File: src/hdl/shift_pkg.sv
// Shift stage shared definitions
// Opcodes, field widths and the two views of the instruction word
package shift_pkg;

    localparam int INSTR_W = 16;  // Instruction word
    localparam int AMT_W   = 5;   // Immediate amount field, $clog2(16)+1
    localparam int TAG_W   = 7;   // Tag carried with the result

    // Operation codes, same encoding as the barrel shifter ctrl
    localparam logic [2:0] OP_NONE = 3'b000;
    localparam logic [2:0] OP_SRL  = 3'b001;  // Logical right
    localparam logic [2:0] OP_SRA  = 3'b010;  // Arithmetic right
    localparam logic [2:0] OP_ROR  = 3'b011;  // Rotate right
    localparam logic [2:0] OP_SLL  = 3'b100;  // Logical left
    localparam logic [2:0] OP_ROL  = 3'b110;  // Rotate left
    // 101 and 111 fall through as no shift

    // Immediate form, amount in the word
    typedef struct packed {
        logic [2:0]       op;
        logic             form;    // 0 here
        logic [AMT_W-1:0] amount;
        logic [TAG_W-1:0] tag;
    } shift_imm_t;

    // Register form, amount from a byte of operand b
    typedef struct packed {
        logic [2:0]               op;
        logic                     form;      // 1 here
        logic                     byte_sel;  // 0 byte 0, 1 byte 1
        logic [INSTR_W-TAG_W-6:0] reserved;  // Pads view to INSTR_W
        logic [TAG_W-1:0]         tag;
    } shift_regs_t;

    // One word, two readings; op, form and tag sit at the same bits
    typedef union packed {
        shift_imm_t  imm;
        shift_regs_t regs;
    } shift_instr_t;

endpackage : shift_pkg
File: src/hdl/shift_unit.sv
// Shift execution unit
// Decode stage, barrel shifter with flags, registered result, 2-cycle latency
`timescale 1ns/1ps

module shift_unit #(
    parameter int WIDTH = 16
) (
    input  logic                        clk,
    input  logic                        rst_n,
    input  logic                        in_valid,   // One instruction per strobe
    input  shift_pkg::shift_instr_t     instr,
    input  logic [WIDTH-1:0]            a,
    input  logic [WIDTH-1:0]            b,
    output logic                        out_valid,  // Take result this cycle
    output logic [WIDTH-1:0]            result,
    output logic                        zero,
    output logic                        negative,
    output logic                        carry,
    output logic [shift_pkg::TAG_W-1:0] tag
);

    localparam int AW = $clog2(WIDTH) + 1;

    // Stage 1 registers
    logic                        d_valid;
    logic [2:0]                  d_op;
    logic [WIDTH-1:0]            d_data;
    logic [AW-1:0]               d_amount;
    logic [shift_pkg::TAG_W-1:0] d_tag;

    // Stage 2 combinational
    logic [WIDTH-1:0] sh_out;
    logic             f_zero;
    logic             f_neg;
    logic             f_carry;

    initial begin
        assert (WIDTH >= 4 && WIDTH <= 16 && (WIDTH & (WIDTH - 1)) == 0)
            else $fatal(1, "shift_unit: WIDTH must be 4, 8 or 16");
    end

    shift_decode #(.WIDTH(WIDTH)) u_decode (
        .clk      (clk),
        .rst_n    (rst_n),
        .in_valid (in_valid),
        .instr    (instr),
        .a        (a),
        .b        (b),
        .d_valid  (d_valid),
        .d_op     (d_op),
        .d_data   (d_data),
        .d_amount (d_amount),
        .d_tag    (d_tag)
    );

    shifter_barrel #(.WIDTH(WIDTH)) u_shifter (
        .data         (d_data),
        .ctrl         (d_op),
        .shift_amount (d_amount),
        .data_out     (sh_out)
    );

    shift_flags #(.WIDTH(WIDTH)) u_flags (
        .data     (d_data),
        .result   (sh_out),
        .op       (d_op),
        .amount   (d_amount),
        .zero     (f_zero),
        .negative (f_neg),
        .carry    (f_carry)
    );

    // Output stage; holds until the next valid result
    always_ff @(posedge clk or negedge rst_n) begin
        if (!rst_n) begin
            out_valid <= 1'b0;
            result    <= '0;
            zero      <= 1'b0;
            negative  <= 1'b0;
            carry     <= 1'b0;
            tag       <= '0;
        end else begin
            out_valid <= d_valid;
            if (d_valid) begin
                result   <= sh_out;
                zero     <= f_zero;
                negative <= f_neg;
                carry    <= f_carry;
                tag      <= d_tag;
            end
        end
    end

    // End-to-end latency through both stages
    assert property (@(posedge clk) disable iff (!rst_n) out_valid == $past(in_valid, 2))
        else $error("shift_unit: out_valid not 2 cycles after in_valid");

endmodule : shift_unit

File: src/hdl/shift_flags.sv
// Shift result flags
// Zero, negative and last-bit-out carry for each operation
`timescale 1ns/1ps

module shift_flags #(
    parameter int WIDTH = 16
) (
    input  logic [WIDTH-1:0]       data,    // Shifter input
    input  logic [WIDTH-1:0]       result,  // Shifter output
    input  logic [2:0]             op,
    input  logic [$clog2(WIDTH):0] amount,
    output logic                   zero,
    output logic                   negative,
    output logic                   carry
);

    localparam int LW = $clog2(WIDTH);
    localparam int AW = LW + 1;

    logic [AW-1:0] idx_r;    // n-1, low bits also give m-1
    logic [AW-1:0] idx_l;    // WIDTH-n
    logic          in_rng;   // n from 1 to WIDTH
    logic          m_nz;     // n mod WIDTH nonzero

    assign zero     = ~|result;
    assign negative = result[WIDTH-1];

    assign idx_r  = amount - 1'b1;
    assign idx_l  = AW'(WIDTH) - amount;
    assign in_rng = (amount != '0) && (amount <= AW'(WIDTH));
    assign m_nz   = |amount[LW-1:0];

    always_comb begin
        carry = 1'b0;
        case (op)
            shift_pkg::OP_SRL: if (in_rng) carry = data[idx_r[LW-1:0]];
            shift_pkg::OP_SRA: if (m_nz)   carry = data[idx_r[LW-1:0]];  // Bit m-1
            shift_pkg::OP_SLL: if (in_rng) carry = data[idx_l[LW-1:0]];
            // Rotates; the wrapped bit is already at the result's end
            shift_pkg::OP_ROR: if (m_nz)   carry = result[WIDTH-1];
            shift_pkg::OP_ROL: if (m_nz)   carry = result[0];
            default:                       carry = 1'b0;
        endcase
    end

endmodule : shift_flags

File: src/hdl/shift_decode.sv
// Shift stage decode
// Splits the instruction, picks the amount, registers stage-1 state
`timescale 1ns/1ps

module shift_decode #(
    parameter int WIDTH = 16
) (
    input  logic                       clk,
    input  logic                       rst_n,
    input  logic                       in_valid,   // One-cycle strobe
    input  shift_pkg::shift_instr_t    instr,
    input  logic [WIDTH-1:0]           a,          // Data to shift
    input  logic [WIDTH-1:0]           b,          // Amount source, register form
    output logic                       d_valid,
    output logic [2:0]                 d_op,
    output logic [WIDTH-1:0]           d_data,
    output logic [$clog2(WIDTH):0]     d_amount,
    output logic [shift_pkg::TAG_W-1:0] d_tag
);

    localparam int AW = $clog2(WIDTH) + 1;

    // b widened so byte 1 exists for narrow data paths
    logic [15:0]   b_wide;
    logic [AW-1:0] amt_sel;

    assign b_wide = 16'(b);  // Upper bytes read as zero when WIDTH < 16

    // Form bit chooses the view
    always_comb begin
        if (!instr.imm.form) begin
            amt_sel = instr.imm.amount[AW-1:0];  // Immediate, truncated
        end else if (instr.regs.byte_sel) begin
            amt_sel = b_wide[8 +: AW];           // Low bits of byte 1
        end else begin
            amt_sel = b_wide[0 +: AW];           // Low bits of byte 0
        end
    end

    always_ff @(posedge clk or negedge rst_n) begin
        if (!rst_n) begin
            d_valid  <= 1'b0;
            d_op     <= '0;
            d_data   <= '0;
            d_amount <= '0;
            d_tag    <= '0;
        end else begin
            d_valid <= in_valid;  // Strobe every cycle
            if (in_valid) begin
                d_op     <= instr.imm.op;   // Same bits in both views
                d_data   <= a;
                d_amount <= amt_sel;
                d_tag    <= instr.imm.tag;
            end
        end
    end

    // Valid strobe must stay resolved once out of reset
    assert property (@(posedge clk) disable iff (!rst_n) !$isunknown(d_valid))
        else $error("shift_decode: d_valid unknown");

endmodule : shift_decode

File: src/hdl/shifter_barrel.sv
// Barrel shifter
// Logical, arithmetic and rotating shifts, purely combinational
`timescale 1ns/1ps

module shifter_barrel #(
    parameter int WIDTH = 16
) (
    input  logic [WIDTH-1:0]         data,          // Operand
    input  logic [2:0]               ctrl,          // Opcode, see shift_pkg
    input  logic [$clog2(WIDTH):0]   shift_amount,  // Full amount incl. overflow bit
    output logic [WIDTH-1:0]         data_out
);

    localparam int LW = $clog2(WIDTH);  // Bits of amount mod WIDTH

    // Operand twice, so any rotate is a plain slice
    logic [2*WIDTH-1:0] data_dbl;
    logic [LW-1:0]      amt_mod;        // n mod WIDTH

    // Unrolled rotate results, one entry per amount
    logic [WIDTH-1:0] rot_r [WIDTH];
    logic [WIDTH-1:0] rot_l [WIDTH];

    assign data_dbl = {data, data};
    assign amt_mod  = shift_amount[LW-1:0];  // Drops the overflow bit

    for (genvar i = 0; i < WIDTH; i++) begin : gen_rot
        // Right by i starts at bit i of the doubled word
        assign rot_r[i] = data_dbl[i +: WIDTH];
        // Left by i ends i bits below the top half
        assign rot_l[i] = data_dbl[WIDTH-i +: WIDTH];
    end

    always_comb begin
        // Opcode must be resolved whenever the amount is
        assert #0 ($isunknown(shift_amount) || !$isunknown(ctrl))
            else $error("shifter_barrel: ctrl unknown with known amount");

        case (ctrl)
            shift_pkg::OP_NONE: data_out = data;

            // Full amount, so WIDTH and above clears the word
            shift_pkg::OP_SRL: data_out = data >> shift_amount;

            shift_pkg::OP_SRA: data_out = $signed(data) >>> amt_mod;  // Sign fill

            shift_pkg::OP_ROR: data_out = rot_r[amt_mod];

            shift_pkg::OP_SLL: data_out = data << shift_amount;  // Zero fill

            shift_pkg::OP_ROL: data_out = rot_l[amt_mod];

            default: data_out = data;  // 101, 111 pass through
        endcase
    end

endmodule : shifter_barrel

File: config.mk
export PLATFORM = sky130hd
export DESIGN_NAME = shift_unit
export DESIGN_NICKNAME = d
export VERILOG_FILES = /design/src/hdl/shift_pkg.sv /design/src/hdl/shift_unit.sv /design/src/hdl/shift_flags.sv /design/src/hdl/shift_decode.sv /design/src/hdl/shifter_barrel.sv
export SDC_FILE = /design/constraint.sdc
export NUM_CORES = 1
export LEC_CHECK = 0
export ABC_AREA = 1
export BUFFER_PORTS_ARGS = -buffer_cell sky130_fd_sc_hd__buf_2
export CELL_PAD_IN_SITES_DETAIL_PLACEMENT = 2
export CELL_PAD_IN_SITES_GLOBAL_PLACEMENT = 2
export CORE_ASPECT_RATIO = 0.75
export CORE_MARGIN = 2
export CORE_UTILIZATION = 25
export CTS_CLUSTER_SIZE = 30
export DETAILED_ROUTE_END_ITERATION = 8
export PLACE_DENSITY_LB_ADDON = 0.1
export SETUP_SLACK_MARGIN = 0.3
export SLEW_MARGIN = 40
export SYNTH_ARGS = -nofsm -noshare
export SYNTH_HDL_FRONTEND = slang
export SYNTH_SLANG_ARGS = --single-unit
File: constraint.sdc
create_clock -name clk -period 5.6 [get_ports clk]
set_clock_uncertainty 0.2 [all_clocks]
set_input_delay 0.56 -clock clk [delete_from_list [all_inputs] [get_ports clk]]
set_output_delay 0.56 -clock clk [all_outputs]
set_load 0.1 [all_outputs]
Yosys cells after proc, flatten, opt, wreduce, memory -nomap -nowiden --
Cells that the tools add are included.
Storage, ports and cells: register bits after elaboration 59, input port bits 51, logic and storage cells 50
Operators by class: magnitude comparators 4, bitwise operators 1, add/subtract/negate cells 2, reduce and logical (&&, ||, !) cells 5, shift operators 3, equality and inequality tests 5, mux-type cells 19
Operators with widths (count):
- binary-select mux 16 bit (select 4 bit) | 2
- one-hot mux 16 bit (5 select lines) | 1
- 2-to-1 mux 16 bit | 4
- OR reduction 16 bit | 1
- << shifter 16 x 5 -> 16 bit | 1
- right shift 16 x 5 -> 16 bit | 1
- >>> shifter 16 x 4 -> 16 bit | 1
- less-than comparator 4 x 5 -> 1 bit, second input constant | 2
- 2-to-1 mux 5 bit | 2
- binary-select mux 1 bit (select 4 bit) | 2
- 2-to-1 mux 1 bit | 7
- equality test 3 x 2 -> 1 bit, second input constant | 2
- equality test 3 bit, second input constant | 2
- greater-or-equal comparator 5 bit, second input constant | 1
- <= comparator 5 bit, second input constant | 1
- NOT 4 -> 5 bit | 1
- one-hot mux 1 bit (5 select lines) | 1
- nonzero test 5 bit | 1
- OR reduction 4 bit | 1
- subtractor 1 x 4 -> 4 bit, first input constant | 1
- subtractor 4 x 1 -> 4 bit, second input constant | 1
- equality test 3 x 1 -> 1 bit, second input constant | 1
- logical AND 1 bit | 1
- logical NOT 1 bit | 1

Longest topological paths before layout --
Gate-level depths: netlist of the first run.
depth in word-level cells 7, gate-level depth with buffers 18

By module --
A second synthesis of the first run with hierarchy kept.
Second synthesis, totals: cells, all modules 910, area, all modules 5531.6 um^2
Modules (own cells, without submodules):
- shifter_barrel | cells each 511, instances 1, area each 2509.9 um^2, seq. area each 0.0 um^2
- shift_decode | cells each 158, instances 1, area each 1297.5 um^2, seq. area each 800.8 um^2
- shift_unit | cells each 111, instances 1, area each 1048.5 um^2, seq. area each 675.6 um^2
- shift_flags | cells each 130, instances 1, area each 675.6 um^2, seq. area each 0.0 um^2

Worst setup path after synthesis of the first run --
OpenSTA, ideal clock, no wires.
path type flip-flop to flip-flop, start register u_decode.d_amount[1], end register carry, path buffers 3, library setup time 0.135 ns, slack 3.286 ns, arrival 1.979 ns, cell stages (with the launch flop) 14, clock period less this slack 2.314 ns, required time 5.265 ns, cells stage by stage dfrtp_1 > buf_4 > inv_4 > buf_4 > ha_1 > clkbuf_1 > inv_1 > o21ai_0 > nand2_1 > nand3_1 > a21boi_1 > nand2_1 > nand4_1 > a31oi_1
On the way: cells in the longest elaborated chain, start to end 7, elaborated cells between the ends (all ways) 27, classes of those cells 2 x add/sub; 1 x order compare; 3 x shift; 17 x mux; 1 x bitwise; 3 x reduce/logical
RTL lines:
- from (decl) | line shift_decode.sv:17 | output logic [$clog2(WIDTH):0] d_amount,
- from (signal assigned) | line shift_decode.sv:52 | d_amount <= amt_sel;
- parallel branches: the longest is 6 deep, another holds subtractor 1 x 4 -> 4 bit
- one-hot mux 1 bit (5 select lines) * | line shift_flags.sv:35 | case (op)
- to (signal assigned) | line shift_unit.sv:88 | carry <= f_carry;
- to (decl) | line shift_unit.sv:18 | output logic carry,
Mark *: on every way between the ends. The select of a mux whose other input is x is not followed. A chain may end at the register's enable or synchronous reset.

Final worst setup path of the first run --
Ends and elaborated chain as after synthesis.

==> reports/results.ini, run 1 <==
[clocking]
post_cts_buffers=0
cts_tree=built
clock_latency_ns=0.33
cts-resized-gates=0
cts_hold_buf=0
cts_sinks=58
cts_buffers=9
path_clk_slew_ns=0.06
clock-root-buffer=clkbuf_16
htreeDepth=3
clock_path_buffers=2

[floorplan]
core_um2=19200
io_pins=78
die_w_um=165
std_cell_rows=44
die_area_um2=20500
initial_utilization=0.252
die_height_um=124

[yosys]
syn_avg_cell_area_um2=6.21
ys_types=38
synth_nets=830
syn-instance-count=778
syn-cell-area_um2=4830
ys_seq_elements=58
yosysWarnings=0
seq_area_frac_synth=0.300

[critical_path]
critical_path.max_stage_delay_ns=0.59
cp.required_ns=5.60
path_max_fanout=41
crit_top_cell=nand2_1
cp-end-kind=flip-flop
crit_arrival_ns=3.29
critPathLaunchType=flip-flop
critical_path_class=reg -> reg
cp_cell_sequence=buf_4 > inv_4 > ha_1 > inv_1 > o21ai_0 > nand2_1 > nand3_1 > a21boi_1 > nand2_1 > nand4_1 > a31oi_1
cpMaxStageDelayCell=ha_1

[route]
wl_per_cell_um=20.7
antenna_left=0
via_per_inst=5.11
drc_errors=0
drt_pre_antenna_iters=4
num_vias=5538
drt_iter0_drc=328
routed_wl_um=22400

[global_routing]
overflow=0
grt_pass1_vias=5985
track_usage=0.228
grt_pass1_wl_um=35600
antenna_found_initial=0
grt_max_degree=59

[layout]
syn_to_final_growth_pct=16.7
final_cell_mix=nand2_1 (287), nand3_1 (164), buf_2 (71)
drive_above_1_share=0.166
antennaDiodeCount=0
final_util=0.295
num-nets-final=877
final_common_cell=nand2_1
fin_cells=1083

[sta]
worst_slew_pin_slew_ns=0.786
max_freq_ghz=0.305
rsz0062_at_grt=no
period_needed_ns=3.28
min_period_over_period=0.586
slew_violations=0
relSlewSlack=0.476
final_hold_viol_count=0
fin_setup_tns_ns=0
setup_viol=0
hold-worst-slack_ns=0.0998

[place]
gp_congestion=0.892
place_hpwl_um=16900
dp.cells=1067
numPortBuffers=71

[worst_hold_path]
hold_path_class=in -> async

[flow_run]
cap_violations=0

[run_status]
status=finished clean

[pwr]
powerDensity_nw_per_um2=364
max-vdd-ir-drop_mv=0.157
total_leakage_power_nw=2.96

-- synth_stat cells, drive strengths merged --
master | count | area [µm²]
nand2 | 306 | 1240
nand3 | 177 | 951
nor2 | 63 | 251
dfrtp | 58 | 1450
o21ai | 41 | 205
inv | 36 | 143
buf | 26 | 188
a21oi | 25 | 125
clkbuf | 14 | 52.6
a31oi | 8 | 50.1
nand4 | 6 | 37.5
a22oi | 4 | 30.0
clkinv | 2 | 7.51
xor2 | 2 | 17.5
a211o | 1 | 8.76
a21boi | 1 | 7.51
ha | 1 | 12.5
nand3b | 1 | 7.51
nor3 | 1 | 5.00
o211ai | 1 | 12.5
o22ai | 1 | 6.26
o311ai | 1 | 8.76
o31ai | 1 | 7.51
xnor2 | 1 | 8.76
-- worst paths after layout --
path	cells past startpoint	endpoint	from	slack [ns]
setup reg to reg	11	carry	u_decode.d_amount[1]	2.32
hold reg to reg	2	tag[5]	tag[5]	0.27
min in group clk	3	u_decode.d_data[5]	a[5]	0.23
max in group asynchronous	2	u_decode.d_amount[0]	rst_n	4.67
setup / recovery	11	carry	u_decode.d_amount[1]	2.32
hold / removal	2	result[15]	rst_n	0.1
-- power breakdown --
| group | switching [W] | internal, W | total, W |
|---|---|---|---|
| combinational | 0.000707 | 0.000202 | 0.000909 |
| clock | 0.000221 | 0.000392 | 0.000613 |
| sequential | 0.0000606 | 0.000471 | 0.000531 |
| total | 0.000988 | 0.00107 | 0.00205 |
-- registers in the layout, indices dropped and copies added (netlist names) --
signal	flops
result	16
u_decode.d_data	16
tag	7
u_decode.d_tag	7
u_decode.d_amount	5
u_decode.d_op	3
carry	1
out_valid	1
u_decode.d_valid	1
zero	1
-- routing by layer --
metal / GRT usage / wire [µm]
met1: 0.327 / 11000
met2: 0.361 / 10100
met3: 0.0356 / 808
met4: 0.0491 / 396
met5: 0 / 0
-- critical path, delay by kind of cell (launching register included) --
kind / cells / cell delay (ns)
flops: 1 / 0.32
fa+ha+maj: 1 / 0.59
compound gates: 3 / 0.71
simple gates: 4 / 0.36
buf+inv: 3 / 0.95
-- cell type report --
type / count / area (µm²)
Clock inverter: 7 / 101
Tap cell: 253 / 317
Inverter: 38 / 150
Sequential cell: 58 / 1450
Multi-Input combinational cell: 642 / 3000
Timing Repair Buffer: 76 / 397
Fill cell: 2362 / 13500
Clock buffer: 9 / 225
-- cell families (layout without fill, tap and decap cells) --
group                      count (synthesis)  count (layout)  synth area share
xor gates and xnor gates                   3               3           0.00544
adders and majority gates                  1               1           0.00259
and+or+nand+nor                          554             554             0.516
DFF                                       58              58             0.300
buffers and inverters                     78             130            0.0807
AOI/OAI and AO/OA                         84              84            0.0955
-- per-stage QoR --
stage | worst slack [ns] | total power [W] | instance area (µm²)
after global placement | 2.31 | 0.00142 | 5300
after floorplan | 3.29 | 0.00120 | 4830
after CTS | 2.20 | 0.00207 | 5630
final | 2.32 | 0.00205 | 5640
after detailed placement | 2.20 | 0.00144 | 5310
after global routing | 2.02 | 0.00218 | 5640
(Power assumes the default switching activity.)
==> inputs of run 2 (changes only) <==
ABC_AREA = 0   (was 1)
clock period = 3.1 ns   (was 5.6 ns; I/O delays follow)
==> run 2 against run 1 <==
Effect of this change:
- critical endpoint is now zero
- routed wire length grew 3.5%
- synthesized area grew 2.6%
- via count shrank 7.4%
- utilization grew 7.5 points
- clock power grew 75%
- worst setup slack lost 2.1 ns
- highest routed layer unchanged
- final area grew 27%
==> reports/results.ini, run 2 <==
[layout]
final_common_cell=buf_4
fill_cells=2110  ; -11%
final_util=0.370  ; +0.0749
syn_to_final_growth_pct=44.4
antennaDiodeCount=0  ; unchanged
top_regs=result x16, u_decode.d_data x16
final_cell_mix=buf_4 (106), buf_2 (70), mux2_2 (61)
num-nets-final=718  ; -18%
drive_above_1_share=0.519  ; +0.352
fin_cells=924  ; -15%
finalInstanceArea_um2=7160  ; +27%

[global_routing]
overflow=0  ; unchanged
antenna_found_initial=1  ; +1
grt_max_degree=59  ; unchanged
grt_pass1_wl_um=35400  ; -0.52%
track_usage=0.225  ; -0.00344
grt_pass1_vias=5523  ; -7.7%

[critical_path]
crit_top_cell=buf_12
rrSetupSlack_ns=0.25  ; -2.07 ns
crit_start=u_decode.d_amount[1]
critical_path.max_stage_delay_ns=0.55  ; -0.04 ns
reg2reg_from=u_decode.d_amount[1]
cp.required_ns=3.13  ; -2.47 ns
path_max_fanout=19  ; -54%
worst-path-buf-inv=2  ; -1
r2r-end=zero
cpMaxStageDelayCell=mux4_2
crit_cells=9  ; -2
rr_worst_depth=9  ; -2
crit_arrival_ns=2.88  ; -0.41 ns
cp-end-kind=flip-flop
cp_cell_sequence=buf_12 > buf_12 > mux2i_2 > mux4_2 > nor3_1 > a21oi_1 > o211ai_1 > nor4_1 > a41o_1
crit_path_end=zero
critical_path_class=reg -> reg
critPathLaunchType=flip-flop
crit_family=multiplexers

[clocking]
clock_latency_ns=0.35  ; +0.02 ns
path_clk_slew_ns=0.06  ; about the same
clock-root-buffer=clkbuf_16
cts_sinks=58  ; unchanged
htreeDepth=3  ; unchanged
cts_tree=built
cts_buffers=9  ; unchanged
clock_path_buffers=2  ; unchanged

[sta]
final_hold_viol_count=0  ; unchanged
worst_slew_pin_slew_ns=0.598  ; -0.187 ns
relSlewSlack=0.595  ; +0.119
setup_ws_ns=0.246  ; -2.07 ns
rsz0062_at_grt=yes
min_period_over_period=0.921  ; +0.334
period_needed_ns=2.85  ; -0.430 ns
max_freq_ghz=0.350  ; +15%
setup_viol=0  ; unchanged
slew_violations=0  ; unchanged

[floorplan]
std_cell_rows=44  ; unchanged
die_w_um=167  ; +1.3%
io_pins=78  ; unchanged
die_height_um=126  ; +1.2%
initial_utilization=0.256  ; +0.00359
die_area_um2=21000  ; +2.5%
core_um2=19400  ; +1.1%

[yosys]
synth_area_leaders=dfrtp_1 (29%), mux2_2 (14%), mux4_2 (10%), mux2i_1 (6.7%), nor2_1 (3.1%)
synth_most_common_cell=mux2_2
synth_common_cells=mux2_2 (62), dfrtp_1 (58), nor2_1 (41)
yosys.area.top_type_share=0.293  ; -0.00757
async_flop_share=1.00  ; unchanged
syn-cell-area_um2=4960  ; +2.6%
synth_nets=554  ; -33%
yosysTopAreaCell=dfrtp_1
ys.flop_type=dfrtp_1
yosysWarnings=0  ; unchanged
syn_avg_cell_area_um2=9.88  ; +59%
ys_types=67  ; +76%
seq_area_frac_synth=0.293  ; -0.00757
synth_edf_count=0  ; unchanged
syn-instance-count=502  ; -35%
ys_seq_elements=58  ; unchanged

[place]
gp_congestion=0.904  ; +1.3%
numPortBuffers=71  ; unchanged
dp_slack_ns=-0.0686  ; -2.27 ns
placed_cell_area_um2=6330  ; +19%
place_hpwl_um=17900  ; +5.9%
dp.cells=881  ; -17%

[route]
wl_per_cell_um=25.1  ; +21%
drt_iter0_drc=393  ; +20%
drt_pre_antenna_iters=5  ; +1
drc_errors=0  ; unchanged
via_per_inst=5.55  ; +8.5%
antenna_left=0  ; unchanged
routed_wl_um=23200  ; +3.5%
num_vias=5126  ; -7.4%

[run_status]
status=finished clean

[pwr]
powerDensity_nw_per_um2=632  ; +74%
total_leakage_power_nw=3.00  ; +1.6%
max-vdd-ir-drop_mv=0.416  ; +170%

[worst_hold_path]
hold_path_class=in -> reg
hold_path_depth=2

[flow_run]
cap_violations=0  ; unchanged

-- run 2: changes by cell type after synthesis, moves of 14 or more --
cell and delta:
a211oi_1 +17, inv_1 -22, mux2_2 +62, mux2i_1 +33
mux4_2 +23, nand2_1 -266, nand3_1 -160, nor2_1 -18
nor3_1 +15, o21ai_0 -15, o22ai_1 +14
-- run 2: per-layer routing --
layer | track usage | vias to the layer above | share of wire
met4 | 0.0461 | 0 | 0.011
li1 | - | 2267 | -
met3 | 0.0431 | 20 | 0.052
met2 | 0.346 | 165 | 0.45
met1 | 0.329 | 2674 | 0.49
met5 | 0 | - | 0
-- run 2: logic make-up (layout without fill, tap and decap cells) --
group	after synthesis	after routing	share of synthesized area
buffers and inverters	64	233	0.0595
DFF	58	58	0.293
xor gates and xnor gates	3	3	0.00530
muxes	123	123	0.327
adders and majority gates	1	1	0.00252
and+or+nand+nor	129	129	0.132
AOI/OAI and AO/OA	124	124	0.181
-- run 2: stage by stage --
step | setup TNS, ns | hold WS, ns | total power, W
after floorplan | 0 | -0.186 | 0.00247
after global placement | -0.0482 | 0.140 | 0.00325
after detailed placement | -0.0686 | 0.147 | 0.00330
after CTS | 0 | 0.000678 | 0.00447
after global routing | 0 | 0.00388 | 0.00473
final | 0 | 0.00456 | 0.00452
-- run 2: worst reg2reg max path, cell delays in order, from the launching register on --
cell and delay, ns:
dfrtp_2 0.47, buf_12 0.19, buf_12 0.17, mux2i_2 0.16, mux4_2 0.55, nor3_1 0.33, a21oi_1 0.10, o211ai_1 0.21
nor4_1 0.11, a41o_1 0.24
-- run 2: worst min-delay path by stage --
stage          startpoint                 end  slack (ns)
3_3_place_gp        rst_n    u_decode.d_op[1]        0.14
5_1_grt              a[0]  u_decode.d_data[0]       0.004
2_1_floorplan       rst_n               carry       -0.19
4_1_cts              a[3]  u_decode.d_data[3]      0.0007
6_report             a[7]  u_decode.d_data[7]       0.005
3_5_place_dp        rst_n    u_decode.d_op[0]        0.15
-- run 2: cell type report --
type	instances	area [µm²]	share of cell area
multi-input combinational	380	3470	0.484
timing repair buffer	207	1560	0.218
sequential	58	1460	0.204
tap	253	317	0.0442
clock buffer	11	253	0.0353
clock inverter	5	61.3	0.00856
inverter	10	45.0	0.00629
-- run 2: repair_timing --
action,4_1_cts,5_1_grt
hold buffers,20,0
hold endpoints to repair,77,0
pin swaps,3,6
gates resized for setup,31,23
setup endpoints to repair,7,10
setup buffers,1,6
-- run 2: power by group --
group          switching, W  internal, W
Combinational       0.00151     0.000915
Sequential         0.000153     0.000877
Clock              0.000403     0.000669
Total               0.00206      0.00246
